<file path="src/logic/filterPkg.sv">
/*
  Filter side definitions: gray sample and 3x3 window types, the
  output view selection and the Gaussian normalisation.
*/
package filterPkg;

  typedef logic [11:0] grayPixel;

  // Nine samples, row-major, top-left in the most significant slice
  typedef logic [107:0] grayWindow;

  // Saturation value for edge and Laplacian magnitudes
  localparam grayPixel grayMax = 12'hfff;

  // Kernel weights of the 1-2-1 Gaussian sum to 16
  localparam int gaussShift = 4;

  typedef enum logic [2:0] {
    viewGray,
    viewGauss,
    viewVertEdge,
    viewHorizEdge,
    viewBothEdge,
    viewLaplace
  } viewMode;

endpackage

</file>
<file path="src/logic/sensorPkg.sv">
/*
  Sensor side definitions: sample, coordinate and counter widths
  plus the line geometry of the incoming Bayer stream.
*/
package sensorPkg;

  // ====================
  // Sample and counter types
  // ====================
  typedef logic [11:0] rawPixel;
  typedef logic [15:0] pixelCoord;
  typedef logic [31:0] frameCount;

  // ====================
  // Line geometry
  // ====================
  // Simulation sized, the sensor delivers 1280 samples per line
  localparam int rawLineLength = 32;

  // One gray pixel per 2x2 Bayer quad
  localparam int grayLineLength = rawLineLength / 2;

endpackage

</file>
<file path="src/logic/bayerGray.sv">
/*
  Bayer to gray. Each 2x2 quad is averaged into one gray pixel,
  emitted on the sample at odd row and odd column.
*/
`timescale 1ns/1ps

module bayerGray (
  input  logic                 D5M_PIXLCLK,
  input  logic                 rstN,
  input  sensorPkg::rawPixel   rawIn,
  input  logic                 rawValid,
  input  sensorPkg::pixelCoord column,
  input  sensorPkg::pixelCoord row,
  output filterPkg::grayPixel  grayOut,
  output logic                 grayValid
);

  // Even rows kept for the upper half of the quad
  sensorPkg::rawPixel lineMem [sensorPkg::rawLineLength];
  sensorPkg::rawPixel prevSample;
  logic [$clog2(sensorPkg::rawLineLength)-1:0] colAddr;
  logic [$clog2(sensorPkg::rawLineLength)-1:0] leftAddr;
  logic [13:0] quadSum;
  logic        quadDone;

  assign colAddr  = column[$clog2(sensorPkg::rawLineLength)-1:0];
  assign leftAddr = {colAddr[$clog2(sensorPkg::rawLineLength)-1:1], 1'b0};
  assign quadDone = rawValid && row[0] && column[0];

  assign quadSum = 14'(lineMem[leftAddr]) + 14'(lineMem[colAddr])
                 + 14'(prevSample) + 14'(rawIn);

  always_ff @(posedge D5M_PIXLCLK)
  begin
    if (rawValid)
    begin
      prevSample <= rawIn;
      if (!row[0])
        lineMem[colAddr] <= rawIn;
    end
    // Truncating divide by 4
    if (quadDone)
      grayOut <= quadSum[13:2];
  end

  always_ff @(posedge D5M_PIXLCLK or negedge rstN)
  begin
    if (!rstN)
      grayValid <= 1'b0;
    else
      grayValid <= quadDone;
  end

endmodule

</file>
<file path="src/logic/cameraFilterTop.sv">
/*
  Camera filter path top level. Capture, gray conversion, Gaussian,
  then edge and Laplacian filters; mode picks the registered output view.
*/
`timescale 1ns/1ps

module cameraFilterTop (
  input  logic                 D5M_PIXLCLK,
  input  logic                 rstN,
  input  sensorPkg::rawPixel   sensorData,
  input  logic                 frameValid,
  input  logic                 lineValid,
  input  logic                 captureStart,
  input  logic                 captureEnd,
  input  filterPkg::viewMode   mode,
  output filterPkg::grayPixel  viewPixel,
  output logic                 viewValid,
  output sensorPkg::frameCount frameTotal,
  output logic                 capturing
);

  sensorPkg::rawPixel   rawOut;
  logic                 rawValid;
  sensorPkg::pixelCoord column;
  sensorPkg::pixelCoord row;
  logic                 frameStart;
  filterPkg::grayPixel  grayOut;
  logic                 grayValid;
  filterPkg::grayWindow gaussWindow;
  logic                 gaussWindowValid;
  filterPkg::grayPixel  gaussOut;
  logic                 gaussValid;
  filterPkg::grayWindow edgeWindow;
  logic                 edgeWindowValid;
  filterPkg::grayPixel  vertEdge;
  filterPkg::grayPixel  horizEdge;
  filterPkg::grayPixel  laplace;
  logic                 edgeValid;
  filterPkg::grayPixel  selPixel;
  logic                 selValid;

  // ====================
  // Pipeline
  // ====================
  frameCapture capture (
    .D5M_PIXLCLK(D5M_PIXLCLK), .rstN(rstN), .sensorData(sensorData),
    .frameValid(frameValid), .lineValid(lineValid),
    .captureStart(captureStart), .captureEnd(captureEnd),
    .rawOut(rawOut), .rawValid(rawValid), .column(column), .row(row),
    .frameStart(frameStart), .frameTotal(frameTotal), .capturing(capturing)
  );

  bayerGray gray (
    .D5M_PIXLCLK(D5M_PIXLCLK), .rstN(rstN), .rawIn(rawOut), .rawValid(rawValid),
    .column(column), .row(row), .grayOut(grayOut), .grayValid(grayValid)
  );

  windowBuffer #(.lineLength(sensorPkg::grayLineLength)) gaussLines (
    .D5M_PIXLCLK(D5M_PIXLCLK), .rstN(rstN), .frameStart(frameStart),
    .pixelIn(grayOut), .pixelValid(grayValid),
    .window(gaussWindow), .windowValid(gaussWindowValid)
  );

  gaussianBlur gauss (
    .D5M_PIXLCLK(D5M_PIXLCLK), .rstN(rstN), .window(gaussWindow),
    .windowValid(gaussWindowValid), .gaussOut(gaussOut), .gaussValid(gaussValid)
  );

  // Blurred lines are two pixels shorter
  windowBuffer #(.lineLength(sensorPkg::grayLineLength - 2)) edgeLines (
    .D5M_PIXLCLK(D5M_PIXLCLK), .rstN(rstN), .frameStart(frameStart),
    .pixelIn(gaussOut), .pixelValid(gaussValid),
    .window(edgeWindow), .windowValid(edgeWindowValid)
  );

  edgeLaplace edges (
    .D5M_PIXLCLK(D5M_PIXLCLK), .rstN(rstN), .window(edgeWindow),
    .windowValid(edgeWindowValid), .vertEdge(vertEdge), .horizEdge(horizEdge),
    .laplace(laplace), .edgeValid(edgeValid)
  );

  // ====================
  // View select
  // ====================
  always_comb
  begin
    selPixel = '0;
    selValid = 1'b0;
    case (mode)
      filterPkg::viewGray:
      begin
        selPixel = grayOut;
        selValid = grayValid;
      end
      filterPkg::viewGauss:
      begin
        selPixel = gaussOut;
        selValid = gaussValid;
      end
      filterPkg::viewVertEdge:
      begin
        selPixel = vertEdge;
        selValid = edgeValid;
      end
      filterPkg::viewHorizEdge:
      begin
        selPixel = horizEdge;
        selValid = edgeValid;
      end
      filterPkg::viewBothEdge:
      begin
        selPixel = vertEdge | horizEdge;
        selValid = edgeValid;
      end
      filterPkg::viewLaplace:
      begin
        selPixel = laplace;
        selValid = edgeValid;
      end
      default:
      begin
        selPixel = '0;
        selValid = 1'b0;
      end
    endcase
  end

  always_ff @(posedge D5M_PIXLCLK)
  begin
    if (selValid)
      viewPixel <= selPixel;
  end

  always_ff @(posedge D5M_PIXLCLK or negedge rstN)
  begin
    if (!rstN)
      viewValid <= 1'b0;
    else
      viewValid <= selValid;
  end

endmodule

</file>
<file path="src/logic/edgeLaplace.sv">
/*
  Sobel column and row gradients plus the 8-neighbour Laplacian,
  all as saturated magnitudes from one shared 3x3 window.
*/
`timescale 1ns/1ps

module edgeLaplace (
  input  logic                 D5M_PIXLCLK,
  input  logic                 rstN,
  input  filterPkg::grayWindow window,
  input  logic                 windowValid,
  output filterPkg::grayPixel  vertEdge,
  output filterPkg::grayPixel  horizEdge,
  output filterPkg::grayPixel  laplace,
  output logic                 edgeValid
);

  logic signed [17:0] sx [9];
  logic signed [17:0] vertSum;
  logic signed [17:0] horizSum;
  logic signed [17:0] lapSum;

  // Absolute value, clipped to the pixel range
  function automatic filterPkg::grayPixel clampMag(input logic signed [17:0] value);
    logic [17:0] mag;
    mag = value[17] ? 18'(-value) : 18'(value);
    if (mag > 18'(filterPkg::grayMax))
      return filterPkg::grayMax;
    return filterPkg::grayPixel'(mag);
  endfunction

  always_comb
  begin
    for (int i = 0; i < 9; i++)
      sx[i] = 18'(window[(8 - i) * $bits(filterPkg::grayPixel) +: $bits(filterPkg::grayPixel)]);
  end

  // ====================
  // Kernels
  // ====================
  // Right column minus left column
  assign vertSum = (sx[2] + (sx[5] <<< 1) + sx[8]) - (sx[0] + (sx[3] <<< 1) + sx[6]);

  // Bottom row minus top row
  assign horizSum = (sx[6] + (sx[7] <<< 1) + sx[8]) - (sx[0] + (sx[1] <<< 1) + sx[2]);

  assign lapSum = (sx[4] <<< 3)
                - (sx[0] + sx[1] + sx[2] + sx[3] + sx[5] + sx[6] + sx[7] + sx[8]);

  always_ff @(posedge D5M_PIXLCLK)
  begin
    if (windowValid)
    begin
      vertEdge  <= clampMag(vertSum);
      horizEdge <= clampMag(horizSum);
      laplace   <= clampMag(lapSum);
    end
  end

  always_ff @(posedge D5M_PIXLCLK or negedge rstN)
  begin
    if (!rstN)
      edgeValid <= 1'b0;
    else
      edgeValid <= windowValid;
  end

endmodule

</file>
<file path="src/logic/frameCapture.sv">
/*
  Sensor front end. Registers the D5M data and strobes, gates capture
  with start/end pulses and tags each captured sample with its column,
  row and a per-frame start pulse.
*/
`timescale 1ns/1ps

module frameCapture (
  input  logic                 D5M_PIXLCLK,
  input  logic                 rstN,
  input  sensorPkg::rawPixel   sensorData,
  input  logic                 frameValid,
  input  logic                 lineValid,
  input  logic                 captureStart,
  input  logic                 captureEnd,
  output sensorPkg::rawPixel   rawOut,
  output logic                 rawValid,
  output sensorPkg::pixelCoord column,
  output sensorPkg::pixelCoord row,
  output logic                 frameStart,
  output sensorPkg::frameCount frameTotal,
  output logic                 capturing
);

  sensorPkg::rawPixel   dataReg;
  logic                 fvalReg;
  logic                 lvalReg;
  logic                 startReg;
  logic                 endReg;
  logic                 fvalPrev;
  logic                 lvalPrev;
  logic                 startPending;
  logic                 endPending;
  sensorPkg::pixelCoord colCount;
  sensorPkg::pixelCoord rowCount;
  logic                 frameRise;
  logic                 frameFall;
  logic                 lineFall;
  logic                 sampleValid;

  assign frameRise   = fvalReg && !fvalPrev;
  assign frameFall   = !fvalReg && fvalPrev;
  assign lineFall    = !lvalReg && lvalPrev;
  assign sampleValid = fvalReg && lvalReg;

  // Sample path, one register stage per side
  always_ff @(posedge D5M_PIXLCLK)
  begin
    dataReg <= sensorData;
    rawOut  <= dataReg;
    if (sampleValid)
    begin
      column <= colCount;
      row    <= rowCount;
    end
  end

  always_ff @(posedge D5M_PIXLCLK or negedge rstN)
  begin
    if (!rstN)
    begin
      fvalReg      <= 1'b0;
      lvalReg      <= 1'b0;
      startReg     <= 1'b0;
      endReg       <= 1'b0;
      fvalPrev     <= 1'b0;
      lvalPrev     <= 1'b0;
      startPending <= 1'b0;
      endPending   <= 1'b0;
      capturing    <= 1'b0;
      frameStart   <= 1'b0;
      rawValid     <= 1'b0;
      frameTotal   <= '0;
      colCount     <= '0;
      rowCount     <= '0;
    end
    else
    begin
      fvalReg  <= frameValid;
      lvalReg  <= lineValid;
      startReg <= captureStart;
      endReg   <= captureEnd;
      fvalPrev <= fvalReg;
      lvalPrev <= lvalReg;

      // ====================
      // Capture control
      // ====================
      // Requests wait for the next frame boundary
      startPending <= startReg || (startPending && !frameRise);
      endPending   <= endReg || (endPending && !frameFall);
      if (frameRise && startPending)
        capturing <= 1'b1;
      else if (frameFall && endPending)
        capturing <= 1'b0;

      frameStart <= frameRise && (capturing || startPending);
      rawValid   <= capturing && sampleValid;
      if (frameFall && capturing)
        frameTotal <= frameTotal + 1'b1;

      // Column and row counters
      if (!fvalReg)
      begin
        colCount <= '0;
        rowCount <= '0;
      end
      else if (sampleValid)
        colCount <= colCount + 1'b1;
      else if (lineFall)
      begin
        colCount <= '0;
        rowCount <= rowCount + 1'b1;
      end
    end
  end

endmodule

</file>
<file path="src/logic/gaussianBlur.sv">
/*
  3x3 Gaussian blur with the 1-2-1 kernel, normalised by a shift.
*/
`timescale 1ns/1ps

module gaussianBlur (
  input  logic                 D5M_PIXLCLK,
  input  logic                 rstN,
  input  filterPkg::grayWindow window,
  input  logic                 windowValid,
  output filterPkg::grayPixel  gaussOut,
  output logic                 gaussValid
);

  filterPkg::grayPixel px [9];
  logic [15:0]         weighted;

  // px[0] is top-left, px[8] bottom-right
  always_comb
  begin
    for (int i = 0; i < 9; i++)
      px[i] = window[(8 - i) * $bits(filterPkg::grayPixel) +: $bits(filterPkg::grayPixel)];
  end

  // Corners x1, edges x2, centre x4
  assign weighted = 16'(px[0]) + 16'(px[2]) + 16'(px[6]) + 16'(px[8])
                  + ((16'(px[1]) + 16'(px[3]) + 16'(px[5]) + 16'(px[7])) << 1)
                  + (16'(px[4]) << 2);

  always_ff @(posedge D5M_PIXLCLK)
  begin
    if (windowValid)
      gaussOut <= filterPkg::grayPixel'(weighted >> filterPkg::gaussShift);
  end

  always_ff @(posedge D5M_PIXLCLK or negedge rstN)
  begin
    if (!rstN)
      gaussValid <= 1'b0;
    else
      gaussValid <= windowValid;
  end

endmodule

</file>
<file path="src/logic/windowBuffer.sv">
/*
  Line buffered 3x3 window. Two delayed lines feed three column
  shift registers; a window is flagged only when fully inside the frame.
*/
`timescale 1ns/1ps

module windowBuffer #(
  parameter int lineLength = sensorPkg::grayLineLength
) (
  input  logic                 D5M_PIXLCLK,
  input  logic                 rstN,
  input  logic                 frameStart,
  input  filterPkg::grayPixel  pixelIn,
  input  logic                 pixelValid,
  output filterPkg::grayWindow window,
  output logic                 windowValid
);

  filterPkg::grayPixel lineOne [lineLength];
  filterPkg::grayPixel lineTwo [lineLength];
  filterPkg::grayPixel topTap [3];
  filterPkg::grayPixel midTap [3];
  filterPkg::grayPixel botTap [3];
  logic [$clog2(lineLength)-1:0] colCount;
  sensorPkg::pixelCoord          rowCount;
  logic                          lastColumn;

  assign lastColumn = (colCount == $clog2(lineLength)'(lineLength - 1));

  // Index 2 holds the newest column
  assign window = {topTap[0], topTap[1], topTap[2],
                   midTap[0], midTap[1], midTap[2],
                   botTap[0], botTap[1], botTap[2]};

  always_ff @(posedge D5M_PIXLCLK)
  begin
    if (pixelValid)
    begin
      lineTwo[colCount] <= lineOne[colCount];
      lineOne[colCount] <= pixelIn;
      for (int i = 0; i < 2; i++)
      begin
        topTap[i] <= topTap[i + 1];
        midTap[i] <= midTap[i + 1];
        botTap[i] <= botTap[i + 1];
      end
      topTap[2] <= lineTwo[colCount];
      midTap[2] <= lineOne[colCount];
      botTap[2] <= pixelIn;
    end
  end

  always_ff @(posedge D5M_PIXLCLK or negedge rstN)
  begin
    if (!rstN)
    begin
      colCount    <= '0;
      rowCount    <= '0;
      windowValid <= 1'b0;
    end
    else
    begin
      windowValid <= pixelValid && (colCount >= 2) && (rowCount >= 2);
      if (frameStart)
      begin
        colCount <= '0;
        rowCount <= '0;
      end
      else if (pixelValid)
      begin
        if (lastColumn)
        begin
          colCount <= '0;
          rowCount <= rowCount + 1'b1;
        end
        else
          colCount <= colCount + 1'b1;
      end
    end
  end

endmodule

</file>
<file path="config.mk">
export PLATFORM = sky130hd
export DESIGN_NAME = cameraFilterTop
export DESIGN_NICKNAME = d
export VERILOG_FILES = /design/src/logic/filterPkg.sv /design/src/logic/sensorPkg.sv /design/src/logic/bayerGray.sv /design/src/logic/cameraFilterTop.sv /design/src/logic/edgeLaplace.sv /design/src/logic/frameCapture.sv /design/src/logic/gaussianBlur.sv /design/src/logic/windowBuffer.sv
export SDC_FILE = /design/constraint.sdc
export NUM_CORES = 2
export LEC_CHECK = 0
export ABC_AREA = 1
export BUFFER_PORTS_ARGS = -buffer_cell sky130_fd_sc_hd__buf_2
export CORE_ASPECT_RATIO = 0.5
export CORE_MARGIN = 5
export CORE_UTILIZATION = 50
export CTS_BUF_LIST = sky130_fd_sc_hd__clkbuf_8
export CTS_CLUSTER_DIAMETER = 80
export DETAILED_ROUTE_END_ITERATION = 10
export GPL_TIMING_DRIVEN = 0
export PLACE_DENSITY = 0.65
export SLEW_MARGIN = 15
export SYNTH_ARGS = -nofsm -noshare
export SYNTH_HDL_FRONTEND = slang
export SYNTH_SLANG_ARGS = --single-unit
</file>
<file path="constraint.sdc">
create_clock -name D5M_PIXLCLK -period 8.3 [get_ports D5M_PIXLCLK]
set_input_delay 1.66 -clock D5M_PIXLCLK [delete_from_list [all_inputs] [get_ports D5M_PIXLCLK]]
set_output_delay 1.66 -clock D5M_PIXLCLK [all_outputs]
set_load 0.1 [all_outputs]
</file>
Word level (Yosys, flattened, before mapping)
Memory sizes are Yosys's and may differ from the RTL's. A register that Yosys moved wholly into a read port is not among the register bits.
Cells that the tools add are included.
- register bits after elaboration: 235
- memories kept: 11
- memory bits (writable): 1320
- memories (name ; depth ; width ; rd ports ; clocked after Yosys merged registers in ; write ports ; line ; RTL):
    gray.lineMem ; 32 ; 12 ; 2 ; 2 ; 1 ; bayerGray.sv:19 ; sensorPkg::rawPixel lineMem [sensorPkg::rawLineLength];
    gaussLines.lineOne ; 16 ; 12 ; 1 ; 0 ; 1 ; windowBuffer.sv:19 ; filterPkg::grayPixel lineOne [lineLength];
    gaussLines.lineTwo ; 16 ; 12 ; 1 ; 0 ; 1 ; windowBuffer.sv:20 ; filterPkg::grayPixel lineTwo [lineLength];
    edgeLines.lineOne ; 14 ; 12 ; 1 ; 0 ; 1 ; windowBuffer.sv:19 ;
    edgeLines.lineTwo ; 14 ; 12 ; 1 ; 0 ; 1 ; windowBuffer.sv:20 ;
    edgeLines.botTap ; 3 ; 12 ; 3 ; 0 ; 3 ; windowBuffer.sv:23 ; filterPkg::grayPixel botTap [3];
    5 more memories ; -- ; -- ; -- ; -- ; -- ; -- ;
- mux-type cells: 46
- reductions and logical operators: 35
- $add $sub $neg: 39
- equal/unequal tests: 10
- magnitude comparators: 7
- bitwise operators: 1
- operator list (cell ; count):
    2-to-1 mux 16 bit ; 12
    adder 18 x 13 -> 18 bit ; 10
    2-to-1 mux 12 bit ; 6
    one-hot mux 12 bit (6 select lines) ; 1
    adder 16 x 1 -> 16 bit (second input constant) ; 4
    adder 12 x 13 -> 14 bit ; 4
    > comparator 18 x 12 -> 1 bit (second input constant) ; 3
    2-to-1 mux 18 bit ; 3
    negator 18 bit ; 3
    adder 12 x 12 -> 13 bit ; 4
    subtractor 18 bit ; 2
    adder 16 x 12 -> 16 bit ; 2
    adder 32 x 1 -> 32 bit (second input constant) ; 1
    >= comparator 16 x 2 -> 1 bit (second input constant) ; 2
    adder 15 x 12 -> 15 bit ; 2
    adder 14 x 12 -> 14 bit ; 2
    2-to-1 mux 4 bit ; 6
    subtractor 16 x 18 -> 18 bit ; 1
    logical AND 1 bit ; 17
    adder 16 x 14 -> 16 bit ; 1
    adder 16 bit ; 1
    2-to-1 mux 1 bit ; 15
    OR 12 bit ; 1
    2-to-1 mux 5 bit ; 2
    15 further kinds ; 33

Depth between registers and ports, before layout
An unclocked memory read counts as a cell.
- depth after elaboration: 15
- depth in mapped cells: 32
- gate-level depth less buffers: 31

Cells and area by module
From an unflattened synthesis, not the netlist that was laid out.
- cells, all modules: 7816
- area total of the unflattened synthesis: 78474.0 um2
- by module, submodules not included (module ; cells each ; sequential area each (um2) ; area an instance (um2) ; times used):
    windowBuffer at gaussLines ; 1790 ; 15299.7 ; 20598.5 ; 1
    bayerGray ; 2162 ; 12276.8 ; 19882.8 ; 1
    windowBuffer at edgeLines ; 1406 ; 13858.3 ; 17694.5 ; 1
    edgeLaplace ; 1277 ; 1106.1 ; 10110.9 ; 1
    frameCapture ; 508 ; 3318.2 ; 5196.2 ; 1
    gaussianBlur ; 450 ; 385.4 ; 3613.5 ; 1
    cameraFilterTop ; 223 ; 385.4 ; 1377.6 ; 1

Worst setup path after synthesis
OpenSTA, ideal clock, no wires.
- path type: register to register
- from: memory gaussLines.topTap[0][12] (netlist bit)
- to: register gauss.gaussOut[11] (data pin)
- clock period less this slack: 6.019 ns
- arrival time: 5.759 ns
- buffers on the path: 0
- cell stages (with the launch flop): 32
- path slack: 2.281 ns
- setup time: 0.260 ns
- path through: edfxtp_1 -> ha_1 -> inv_1 -> fa_1 -> inv_1 -> a31oi_1 -> nor2_1 -> o21ai_0 -> nor2b_1 -> xor2_1 -> fa_1 -> inv_1 -> ha_1 -> a21oi_1 -> nor2_1 -> a211oi_1 -> o31ai_1 -> xor2_1 -> fa_1 -> inv_1 -> fa_1 -> inv_1 -> fa_1 -> ha_1 -> nand2_1 -> o21ai_0 -> a21oi_1 -> o21ai_0 -> a21oi_1 -> nor2_1 -> nor2_1 -> xor2_1
- RTL lines (what ; line ; RTL):
    start: declaration ; windowBuffer.sv:21 ; filterPkg::grayPixel topTap [3];
    end signal: assignment ; gaussianBlur.sv:33 ; gaussOut <= filterPkg::grayPixel'(weighted >> filterPkg::gaussShift);
    end: declaration ; gaussianBlur.sv:11 ; output filterPkg::grayPixel gaussOut,

==> results.py <==
metrics = {
    "grt": {
        "gr-usage-all-layers_pct": 26.1,
        "antenna_found_initial": 6,
        "grt_pass1_vias": 47735,
        "grt_pass1_wl_mm": 296,
        "grt-ovfl-total": 0,
        "grt_max_degree": 64,
    },
    "synth": {
        "synth_nets": 6282,
        "synth_top_family_by_area": "simple AND/OR/NAND/NOR gates",
        "ys_types": 69,
        "netlist_area_mm2": 0.0708,
        "synth.mux.area_fraction_pct": 0.0159,
        "yosysSeqAreaShare_pct": 63.9,
        "synth_area_per_cell_um2": 12.1,
        "synthAdderAreaFrac_pct": 8.84,
        "synth_edf_count": 1410,
        "yosysWarnings": 0,
        "synth-async-reset-ratio_pct": 6.19,
        "netlist_instances": 5871,
        "synth-simple-area-share_pct": 11.0,
        "synth_xor_area_share_pct": 2.17,
        "yosysTopAreaCellShare_pct": 59.8,
        "synth.area.top_cells": "edfxtp_1 (60%), fa_1 (5.2%), nand2_1 (4.0%)",
        "synth-compound-area-share_pct": 9.50,
        "ys_seq_elements": 1534,
        "synth_top_cell_by_area": "edfxtp_1",
        "synth_top_flop_cell": "edfxtp_1",
    },
    "floorplanning": {
        "fp.dieW_um": 542,
        "initial_utilization_pct": 50.4,
        "rows": 97,
        "ios": 67,
        "core_area_mm2": 0.140,
        "die_area_mm2": 0.150,
        "fp.dieH_um": 276,
    },
    "timing": {
        "tightest_slew_ns": 1.24,
        "post-route-period-util_pct": 81.8,
        "fin_skew_ns": 0.0736,
        "hold_viol": 0,
        "post-route-min-period_ns": 6.79,
        "relSlewSlack_pct": 16.0,
        "rsz0062_at_grt": "no",
        "setup_viol": 0,
        "fmax_ghz": 0.147,
        "final-max-slew-violation-count": 0,
        "tns_ns": 0,
    },
    "clock_network": {
        "root_buffer": "clkbuf_8",
        "cts_tree": "yes",
        "cts_buffers": 209,
        "hold_buffers": 0,
        "clk_latency_ns": 0.98,
        "htreeDepth": 4,
        "clock_path_buffers": 3,
        "cts.repair.resized": 0,
        "cts_setup_buffers": 0,
        "clkSlewWorstSetupHoldPaths_ns": 0.07,
        "numClockSinks": 1534,
    },
    "critical_path": {
        "critPathSlowestCell": "fa_1",
        "arrival_ns": 7.44,
        "startpoint": "gaussLines.topTap[0][12]$_DFFE_PP_",
        "crit_path_max_incr_delay_ns": 0.53,
        "path_class": "reg -> reg",
        "r2r-start": "gaussLines.topTap[0][12]$_DFFE_PP_",
        "setup.worst_path.end_class": "flop",
        "start_kind": "flop",
        "crit_required_ns": 8.96,
        "crit_path_max_fanout": 4,
    },
    "cells_and_area": {
        "areaGrowthSynthToFinish_pct": 11.6,
        "final_common_cell": "edfxtp_1",
        "layout-drive-gt1-share_pct": 9.17,
        "mostFrequentLayoutCells": "edfxtp_1 (1410), nand2_1 (761), inv_1 (672)",
        "nets": 6605,
        "finish.utilization_pct": 56.3,
    },
    "detailed_routing": {
        "routed_wl_mm": 197,
        "drc": 0,
        "drt-initial-drc-count": 5549,
        "vias": 48116,
        "firstDrtPassIters": 8,
        "ant_nets": 0,
        "wire_per_inst_um": 23.9,
        "vias_per_cell": 5.82,
    },
    "place": {
        "portBuffers": 66,
        "gp_congestion": 0.999,
        "dp_hpwl_mm": 138,
    },
    "power_and_ir_drop": {
        "power_density_mw_per_mm2": 205,
        "ir_drop_uv": 161,
        "p_leak_nw": 29.7,
        "p_total_mw": 16.2,
    },
    "min_path": {
        "holdCritStartpoint": "capture.dataReg[4]$_DFF_P_",
        "hp-class": "reg -> reg",
    },
    "status": {
        "status": "complete, no violations",
    },
    "job": {
        "drv_cap": 0,
    },
}
==> stage by stage <==
stage | hold WS (ns) | setup WS (ns) | cell area, um2 | instances
5_1_grt | 0.328 | 1.02 | 79100 | 8260
4_1_cts | 0.324 | 1.52 | 79100 | 8257
3_5_place_dp | 0.312 | 1.57 | 74800 | 7863
6_report | 0.321 | 1.51 | 79100 | 8262
3_3_place_gp | 0.311 | 1.12 | 73500 | 7818
2_1_floorplan | 0.310 | 2.28 | 70800 | 5871
==> cell families after synthesis <==
kind of cell / count (synthesis)
compound gates: 1148
flops: 1534
simple gates: 1790
buf+inv: 833
mux: 1
xor+xnor: 175
fa+ha+maj: 390
==> worst max-delay path, delay by kind of cell, from the launching register on <==
kind / cells / cell delay (ns)
xor gates and xnor gates: 3 / 0.52
adders and majority gates: 8 / 2.99
AOI/OAI and AO/OA: 9 / 1.77
DFF: 1 / 0.41
buffers and inverters: 5 / 0.31
and+or+nand+nor: 6 / 0.54
==> cell type report <==
class | instances | area (um2)
fill | 11485 | 61300
sequential | 1534 | 45300
multi-input combinational | 3504 | 22600
clock buffer | 220 | 3030
tap | 1881 | 2350
inverter | 616 | 2320
timing repair buffer | 112 | 1310
clock inverter | 174 | 1230
buffer | 217 | 896
antenna | 4 | 10.0
==> worst paths after layout <==
| check | to | slack, ns | cells after the start |
|---|---|---|---|
| worst max-delay path | gauss.gaussOut[11]$_DFFE_PP_ | 1.51 | 31 |
| min in group asynchronous | capture.frameTotal[13]$_DFFE_PN0P_ | 0.62 | 1 |
| max in group asynchronous | gauss.gaussValid$_DFF_PN0_ | 6.96 | 2 |
| worst min register to register | capture.rawOut[4]$_DFF_P_ | 0.32 | 0 |
| worst max register to register | gauss.gaussOut[11]$_DFFE_PP_ | 1.51 | 31 |
| worst min-delay path | capture.rawOut[4]$_DFF_P_ | 0.32 | 0 |
==> where the power goes <==
part,switching (mW),internal [mW],total (mW)
clock network,3.05,2.94,5.99
registers,0.101,8.52,8.62
logic,1.07,0.520,1.59
total,4.22,12.0,16.2
==> routing by layer <==
layer  vias up  routed length (um)  GRT usage (%)
met3       444               17900           4.67
met4         4                7930           10.4
met2      2450               90700           41.2
li1      21497                   -              -
met5         -                  34              0
met1     23721               80800           36.2
==> synth_stat cells (all sizes together), types with 3 or more instances <==
master and count:
nand3b 10, a211oi 22, a32o 6, clkbuf 173, o21a 3, a22oi 150, a221o 4, nand3 216
clkinv 5, o21ai 375, o22ai 129, a21oi 334, nand4 67, a31oi 30, or2 3, o21bai 17
or4 24, dfrtp 95, ha 206, inv 611, and3 3, fa 184, a31o 4, edfxtp 1410
o2111ai 10, buf 44, nand2 779, nor2 582, a21o 19, xnor2 51, o31ai 7, a221oi 14
nor4 22, nor3 79, dfxtp 29, xor2 124, o32ai 5, o211ai 13
==> registers in the layout, indices dropped and copies added, names as in the netlist, 168 cells and up, named ones only <==
name and count:
edgeLines.lineOne 168, edgeLines.lineTwo 168, gaussLines.lineOne 192, gaussLines.lineTwo 192, gray.lineMem 384
Note: power is estimated with default switching activity, not from simulation.
